$ cat src/common/rv_config.svh
// Build-time sizes for the RV32I core.
// Instruction memory depth is 2**RV_IMEM_AW words; the PC wraps at the end.
// RV_REG_COUNT must stay 32 to match the 5-bit register fields.

`ifndef RV_CONFIG_SVH
`define RV_CONFIG_SVH

// instruction memory address width for 64 words
`define RV_IMEM_AW 6

// architectural registers with x0 hardwired to zero
`define RV_REG_COUNT 32

`endif

$ cat src/common/rv_pkg.sv
// Types shared by the pipeline stages of the RV32I core.
// Only OP_REG and OP_IMM opcodes are named; all others decode as no-ops.

`default_nettype none

package rv_pkg;

  typedef enum logic [6:0] {
    OP_REG = 7'b0110011,
    OP_IMM = 7'b0010011
  } opcode_type;

  typedef enum logic [2:0] {
    ALU_ADD,
    ALU_SUB,
    ALU_AND,
    ALU_OR,
    ALU_XOR,
    ALU_SLT
  } alu_op_type;

  // I-type immediate is {funct7, rs2}
  typedef struct packed {
    logic [6:0] funct7;
    logic [4:0] rs2;
    logic [4:0] rs1;
    logic [2:0] funct3;
    logic [4:0] rd;
    logic [6:0] opcode;
  } instruction_type;

  typedef struct packed {
    logic       reg_write;
    logic       use_imm;
    alu_op_type alu_op;
  } control_type;

  typedef struct packed {
    control_type control;
    logic [31:0] data1;
    logic [31:0] data2;
    logic [31:0] imm;
    logic [4:0]  rs1;
    logic [4:0]  rs2;
    logic [4:0]  rd;
  } id_ex_type;

  // write-back bus
  typedef struct packed {
    logic        reg_write;
    logic [4:0]  rd;
    logic [31:0] data;
  } wb_type;

endpackage

`default_nettype wire

$ cat src/core/decode_unit.sv
// Decode stage with the register file and the ID/EX register.
// Unsupported funct3/funct7 combinations and other opcodes retire as no-ops.
// A write on the wb bus is visible to a read in the same cycle.

`timescale 1ns/1ps
`default_nettype none

`include "rv_config.svh"

module decode_unit (
  input  wire logic                    clk,
  input  wire logic                    rst,
  input  wire logic                    valid,
  input  wire rv_pkg::instruction_type instruction,
  input  wire rv_pkg::wb_type          wb,
  output rv_pkg::id_ex_type            id_ex
);

  logic [31:0]         regs [0:`RV_REG_COUNT-1];
  rv_pkg::opcode_type  opcode;
  rv_pkg::control_type control;
  logic                funct_ok;
  logic [31:0]         imm;
  logic [31:0]         data1;
  logic [31:0]         data2;

  assign opcode = rv_pkg::opcode_type'(instruction.opcode);
  assign imm    = {{20{instruction.funct7[6]}}, instruction.funct7, instruction.rs2};

  always_comb begin
    control  = '0;
    funct_ok = 1'b1;
    case (instruction.funct3)
      3'b000:  control.alu_op = rv_pkg::ALU_ADD;
      3'b010:  control.alu_op = rv_pkg::ALU_SLT;
      3'b100:  control.alu_op = rv_pkg::ALU_XOR;
      3'b110:  control.alu_op = rv_pkg::ALU_OR;
      3'b111:  control.alu_op = rv_pkg::ALU_AND;
      default: funct_ok = 1'b0;
    endcase
    case (opcode)
      rv_pkg::OP_REG: begin
        // funct7 is 0, or 0100000 for SUB only
        control.reg_write = valid && funct_ok &&
                            ((instruction.funct7 == 7'b0000000) ||
                             (instruction.funct7 == 7'b0100000 && instruction.funct3 == 3'b000));
        if (instruction.funct7[5]) begin
          control.alu_op = rv_pkg::ALU_SUB;
        end
      end
      rv_pkg::OP_IMM: begin
        control.reg_write = valid && funct_ok;
        control.use_imm   = 1'b1;
      end
      default: ;
    endcase
  end

  function automatic logic [31:0] read_reg(input logic [4:0] addr);
    if (addr == 5'd0) begin
      return '0;
    end
    // write-through from the wb bus
    if (wb.reg_write && wb.rd == addr) begin
      return wb.data;
    end
    return regs[addr];
  endfunction

  assign data1 = read_reg(instruction.rs1);
  assign data2 = read_reg(instruction.rs2);

  always_ff @(posedge clk) begin
    if (rst) begin
      for (int i = 0; i < `RV_REG_COUNT; i++) begin
        regs[i] <= '0;
      end
    end else if (wb.reg_write && wb.rd != 5'd0) begin
      regs[wb.rd] <= wb.data;
    end
  end

  always_ff @(posedge clk) begin
    if (rst) begin
      id_ex <= '0;
    end else begin
      id_ex.control <= control;
      id_ex.data1   <= data1;
      id_ex.data2   <= data2;
      id_ex.imm     <= imm;
      id_ex.rs1     <= instruction.rs1;
      id_ex.rs2     <= instruction.rs2;
      id_ex.rd      <= instruction.rd;
    end
  end

endmodule

`default_nettype wire

$ cat src/core/execute_unit.sv
// Execute stage with operand forwarding and the EX/WB register.
// Only the previous instruction is forwarded here; older results come
// through the register file write-through in decode.

`timescale 1ns/1ps
`default_nettype none

module execute_unit (
  input  wire logic              clk,
  input  wire logic              rst,
  input  wire rv_pkg::id_ex_type id_ex,
  output rv_pkg::wb_type         wb
);

  logic [31:0] op_a;
  logic [31:0] rs2_value;
  logic [31:0] op_b;
  logic [31:0] result;

  always_comb begin
    op_a      = id_ex.data1;
    rs2_value = id_ex.data2;
    if (wb.reg_write && wb.rd != 5'd0 && wb.rd == id_ex.rs1) begin
      op_a = wb.data;
    end
    if (wb.reg_write && wb.rd != 5'd0 && wb.rd == id_ex.rs2) begin
      rs2_value = wb.data;
    end
  end

  assign op_b = id_ex.control.use_imm ? id_ex.imm : rs2_value;

  always_comb begin
    case (id_ex.control.alu_op)
      rv_pkg::ALU_ADD: result = op_a + op_b;
      rv_pkg::ALU_SUB: result = op_a - op_b;
      rv_pkg::ALU_AND: result = op_a & op_b;
      rv_pkg::ALU_OR:  result = op_a | op_b;
      rv_pkg::ALU_XOR: result = op_a ^ op_b;
      // signed compare
      rv_pkg::ALU_SLT: result = {31'b0, $signed(op_a) < $signed(op_b)};
      default:         result = '0;
    endcase
  end

  always_ff @(posedge clk) begin
    if (rst) begin
      wb <= '0;
    end else begin
      wb.reg_write <= id_ex.control.reg_write;
      wb.rd        <= id_ex.rd;
      wb.data      <= result;
    end
  end

endmodule

`default_nettype wire

$ cat src/core/fetch_unit.sv
// Instruction memory and program counter.
// The load port writes memory only while run is low; loads during run are ignored.
// PC is held at 0 while run is low and wraps at the end of memory.

`timescale 1ns/1ps
`default_nettype none

`include "rv_config.svh"

module fetch_unit (
  input  wire logic                    clk,
  input  wire logic                    rst,
  input  wire logic                    run,
  input  wire logic                    load_en,
  input  wire logic [`RV_IMEM_AW-1:0]  load_addr,
  input  wire logic [31:0]             load_data,
  output rv_pkg::instruction_type      instruction,
  output logic                         valid
);

  rv_pkg::instruction_type imem [0:(1 << `RV_IMEM_AW)-1];
  logic [`RV_IMEM_AW-1:0]  pc;

  always_ff @(posedge clk) begin
    if (load_en && !run) begin
      imem[load_addr] <= rv_pkg::instruction_type'(load_data);
    end
  end

  always_ff @(posedge clk) begin
    if (rst) begin
      pc          <= '0;
      valid       <= 1'b0;
      instruction <= '0;
    end else if (run) begin
      instruction <= imem[pc];
      valid       <= 1'b1;
      // natural wrap at the top word
      pc          <= pc + 1'b1;
    end else begin
      pc    <= '0;
      valid <= 1'b0;
    end
  end

endmodule

`default_nettype wire

$ cat src/verilog/pipeline_top.sv
// Four-stage RV32I ALU core with a word load port and an LED register view.
// Load instruction memory with run low, then raise run to execute from word 0.
// No branches or loads, so the pipeline never stalls or flushes.

`timescale 1ns/1ps
`default_nettype none

`include "rv_config.svh"

module pipeline_top (
  input  wire logic                   clk,
  input  wire logic                   rst,
  input  wire logic                   run,
  input  wire logic                   load_en,
  input  wire logic [`RV_IMEM_AW-1:0] load_addr,
  input  wire logic [31:0]            load_data,
  input  wire logic [4:0]             led_address,
  input  wire logic                   led_upper,
  output logic [15:0]                 led
);

  rv_pkg::instruction_type if_instruction;
  logic                    if_valid;
  rv_pkg::id_ex_type       id_ex;
  // shared by decode, execute and capture
  rv_pkg::wb_type          wb;

  fetch_unit fetch0 (
    .clk         (clk),
    .rst         (rst),
    .run         (run),
    .load_en     (load_en),
    .load_addr   (load_addr),
    .load_data   (load_data),
    .instruction (if_instruction),
    .valid       (if_valid)
  );

  decode_unit decode0 (
    .clk         (clk),
    .rst         (rst),
    .valid       (if_valid),
    .instruction (if_instruction),
    .wb          (wb),
    .id_ex       (id_ex)
  );

  execute_unit execute0 (
    .clk   (clk),
    .rst   (rst),
    .id_ex (id_ex),
    .wb    (wb)
  );

  register_capture capture0 (
    .clk         (clk),
    .rst         (rst),
    .wb          (wb),
    .led_address (led_address),
    .led_upper   (led_upper),
    .led         (led)
  );

endmodule

`default_nettype wire

$ cat src/verilog/register_capture.sv
// Debug shadow of the architectural registers written from the wb bus.
// led shows one half-word of the selected register, combinationally.

`timescale 1ns/1ps
`default_nettype none

`include "rv_config.svh"

module register_capture (
  input  wire logic           clk,
  input  wire logic           rst,
  input  wire rv_pkg::wb_type wb,
  input  wire logic [4:0]     led_address,
  input  wire logic           led_upper,
  output logic [15:0]         led
);

  logic [31:0] shadow [0:`RV_REG_COUNT-1];
  logic [31:0] selected;

  always_ff @(posedge clk) begin
    if (rst) begin
      for (int i = 0; i < `RV_REG_COUNT; i++) begin
        shadow[i] <= '0;
      end
    end else if (wb.reg_write && wb.rd != 5'd0) begin
      shadow[wb.rd] <= wb.data;
    end
  end

  assign selected = shadow[led_address];
  // upper half on led_upper
  assign led      = led_upper ? selected[31:16] : selected[15:0];

endmodule

`default_nettype wire
$ cat config.mk
export PLATFORM = sky130hd
export DESIGN_NAME = pipeline_top
export DESIGN_NICKNAME = d
export VERILOG_FILES = /design/src/common/rv_pkg.sv /design/src/core/decode_unit.sv /design/src/core/execute_unit.sv /design/src/core/fetch_unit.sv /design/src/verilog/pipeline_top.sv /design/src/verilog/register_capture.sv
export VERILOG_INCLUDE_DIRS = /design/src /design/src/common
export SDC_FILE = /design/constraint.sdc
export NUM_CORES = 2
export LEC_CHECK = 0
export BUFFER_PORTS_ARGS = -buffer_cell sky130_fd_sc_hd__buf_2
export CORE_MARGIN = 4
export CORE_UTILIZATION = 45
export CTS_CLUSTER_SIZE = 30
export DETAILED_ROUTE_END_ITERATION = 16
export PLACE_DENSITY = 0.72
export REMOVE_ABC_BUFFERS = 1
export SLEW_MARGIN = 10
export SYNTH_ARGS = -nofsm -noshare
export SYNTH_HDL_FRONTEND = slang
export SYNTH_HIERARCHICAL = 1
export SYNTH_SLANG_ARGS = --single-unit
$ cat constraint.sdc
create_clock -name clk -period 6.1 [get_ports clk]
set_input_delay 0.61 -clock clk [delete_from_list [all_inputs] [get_ports clk]]
set_output_delay 0.61 -clock clk [all_outputs]
set_load 0.05 [all_outputs]
==> flow_summary_export.csv <==
group,metric,value,unit
run_status,run_status,"completed",
logic_synthesis,synthAdderAreaFrac,0.7018,%
clocking,ctsResizeCount,0,
power,p_leak,69.89,nW
finish,final_core_util,50.02,%
floorplanning,dieArea,435200,um^2
logic_synthesis,avgSynthCellArea,16.35,um^2
clocking,ctsHoldBuffers,0,
routing,drt_first_pass_iters,6,
logic_synthesis,ys_types,100,
power,p_per_area,304.8,nW/um^2
logic_synthesis,synth-seq-cells,4264,
floorplanning,start_util,45.14,%
worst_setup_path,cp-end-kind,"flip-flop",
timing,period_share,86.50,%
logic_synthesis,synth.area.top_cells,"edfxtp_1, mux4_2, and2_1, mux2i_1, dfxtp_1",
logic_synthesis,synth_top_family_by_area,"multiplexers",
logic_synthesis,ys_seq_area_share,66.11,%
routing,viasPerCell,6.205,
clocking,cts.clk_slew.worst_paths,60,ps
clocking,cts.sinks,4264,
clocking,htree_levels,5,
worst_hold_path,hold_class,"primary input to flip-flop",
timing,rsz0062_at_grt,"false",
timing,worst_pin_slew,1350,ps
routing,wl,547.1,mm
timing,setup_violations,0,
logic_synthesis,synth_mux_area_share,16.29,%
logic_synthesis,synth_warnings,6,
logic_synthesis,synthCells,11690,
logic_synthesis,async_flop_share,0,%
logic_synthesis,yosys.area_share.simple,9.197,%
global_route,grt_pass1_wl,784.8,mm
timing,post-route-min-period,5276,ps
placement,place_inst,16860,
routing,vias,109500,
worst_setup_path,critPathMaxFanout,32,
global_route,grt_max_degree,102,
logic_synthesis,synth_edf_count,4096,
worst_setup_path,crit_type,"flip-flop to flip-flop",
timing,setup_slack,823.5,ps
timing,relSlewSlack,10.00,%
logic_synthesis,synth_area,191100,um^2
clocking,numCtsBuffers,425,
finish,finalNetCount,11770,
global_route,first_global_vias,109200,
clocking,root_buffer,"clkbuf_16",
global_route,grt-ovfl-total,0,
logic_synthesis,synthXorXnorAreaFrac,0.2154,%
floorplanning,io_pins,64,
global_route,antenna_found_initial,32,
worst_setup_path,worst_ep_arrival_time,6130,ps
routing,drc,0,
clocking,cts_buffer_depth,4,
power,power,64.56,mW
worst_hold_path,min_path_cells,1,
finish,drive_gt1_share,20.38,%
logic_synthesis,synth_common_cells,"edfxtp_1, and2_1, mux4_2, mux2i_1, clkbuf_1",
timing,fmaxAchievable,0.1895,GHz
floorplanning,rows,239,
logic_synthesis,synthFlopType,"edfxtp_1",
placement,portBuffers,63,
global_route,grt.total_usage,24.69,%
worst_setup_path,r2r_cells,17,
routing,drt_iter0_markers,15400,
timing,hold_viol,0,
placement,dpl.hpwl,313.4,mm
power,ir_worst_vdd,0.3211,mV
floorplanning,die_w,659.7,um
worst_setup_path,required,6960,ps
logic_synthesis,synth_top_area_share,64.35,%
job,drv_cap,0,
routing,ant_nets,0,
logic_synthesis,synth_compound_area_share,4.750,%
clocking,cts_tree,"yes",
finish,area_growth,10.81,%
logic_synthesis,synth_top_area_cell,"edfxtp_1",
placement,pre_cts_slack,972.3,ps
logic_synthesis,yosysMostFrequentCell,"edfxtp_1",
routing,detail_route.wl_per_cell,31.01,um
clocking,clk_latency,1000,ps
floorplanning,dieHeight,659.7,um
timing,finalClockSkew,85.51,ps
finish,finalNonFillerCells,17640,
timing,tns,0,ps
clocking,cts_setup_buffers,0,
placement,gp_congestion,0.9202,
timing,finalMaxSlewViolations,0,
floorplanning,core-area,423400,um^2
worst_setup_path,critPathLaunchType,"flip-flop",
## state kept, by name (all words and copies together), names as in the netlist
name,cells
decode0/regs,1024
fetch0/pc,6
capture0/shadow,1024
execute0/wb,38
fetch0/valid,1
fetch0/instruction,32
fetch0/imem,2048
decode0/id_ex,91
## per-stage QoR
stage	cell area, um^2	hold slack [ps]
6_report	211800	160.6
5_1_grt	211800	138.1
4_1_cts	211800	97.88
3_5_place_dp	198100	451.4
3_3_place_gp	198100	444.4
2_1_floorplan	186500	413.8
## worst max-delay path, cell delays in order (launching register included)
cell,delay [ps]
dfxtp_1,320
buf_4,240
xnor2_1,150
nand3_1,110
nor4_2,240
buf_4,520
mux2_2,440
ha_1,450
nor3_1,120
o31ai_1,460
a21oi_1,230
o22ai_1,230
buf_4,190
o211ai_1,150
a311oi_1,610
o31ai_1,160
and4_1,230
a211o_1,260
## routing by layer
layer	global-route usage (%)	vias to the layer above	share of wire, %
li1	-	45310	-
met1	32.11	56450	36
met2	39.66	6399	47
met3	5.845	1299	11
met4	10.94	20	5.1
met5	0	-	0.029
## cells in the final DEF, fill, tap and decap left out, types with 38 or more instances in the layout
cell type / instances
edfxtp_1: 4096
and2_1: 1963
mux4_2: 993
mux2i_1: 714
clkbuf_16: 427
buf_4: 360
nor2_1: 253
nand2_1: 227
a22oi_1: 216
a221oi_1: 156
a21oi_1: 152
o21ai_0: 145
dfxtp_1: 121
nand3_1: 104
ha_1: 104
inv_1: 102
mux2_2: 102
clkinv_1: 94
clkbuf_1: 89
o211ai_1: 86
clkinv_2: 85
o22ai_1: 83
a211oi_1: 68
or2_2: 68
nor2_4: 67
conb_1: 64
nor2_2: 63
a221o_1: 63
nor3_1: 60
buf_2: 58
nand2b_1: 56
nor2b_1: 54
o221ai_1: 50
a31oi_1: 49
o21ai_1: 40
o31ai_1: 38
## kinds of logic after synthesis
family | count (synthesis)
flip-flops | 4264
AND/OR/NAND/NOR | 3060
buffers and inverters | 1113
AO/OA/AOI/OAI | 1269
multiplexers | 1827
other | 2
adder cells (fa/ha/maj) | 106
XOR/XNOR | 47
## cell type report
class / count / area [um^2]
Sequential cell: 4264 / 126400
Fill cell: 34180 / 211600
Clock buffer: 523 / 11120
Timing Repair Buffer: 452 / 3652
Tap cell: 5663 / 7086
Multi-Input combinational cell: 6373 / 60560
Inverter: 104 / 391.6
Antenna cell: 8 / 20.02
Clock inverter: 256 / 2534
## final timing paths
| path | from | end | slack [ps] |
|---|---|---|---|
| hold / removal | load_data[16] | fetch0/imem[25][16] | 160 |
| setup / recovery | execute0/wb[34] | execute0/wb[28] | 820 |
| hold reg to reg | fetch0/instruction[0] | fetch0/instruction[0] | 460 |
| setup reg to reg | execute0/wb[34] | execute0/wb[28] | 820 |
## where the power goes
group	internal, mW	switching (mW)	total [mW]
sequential	32.7	0.484	33.2
clock	14.5	11.4	25.8
combinational	1.78	3.76	5.54
No activity file was read; power rests on OpenSTA's default activity.
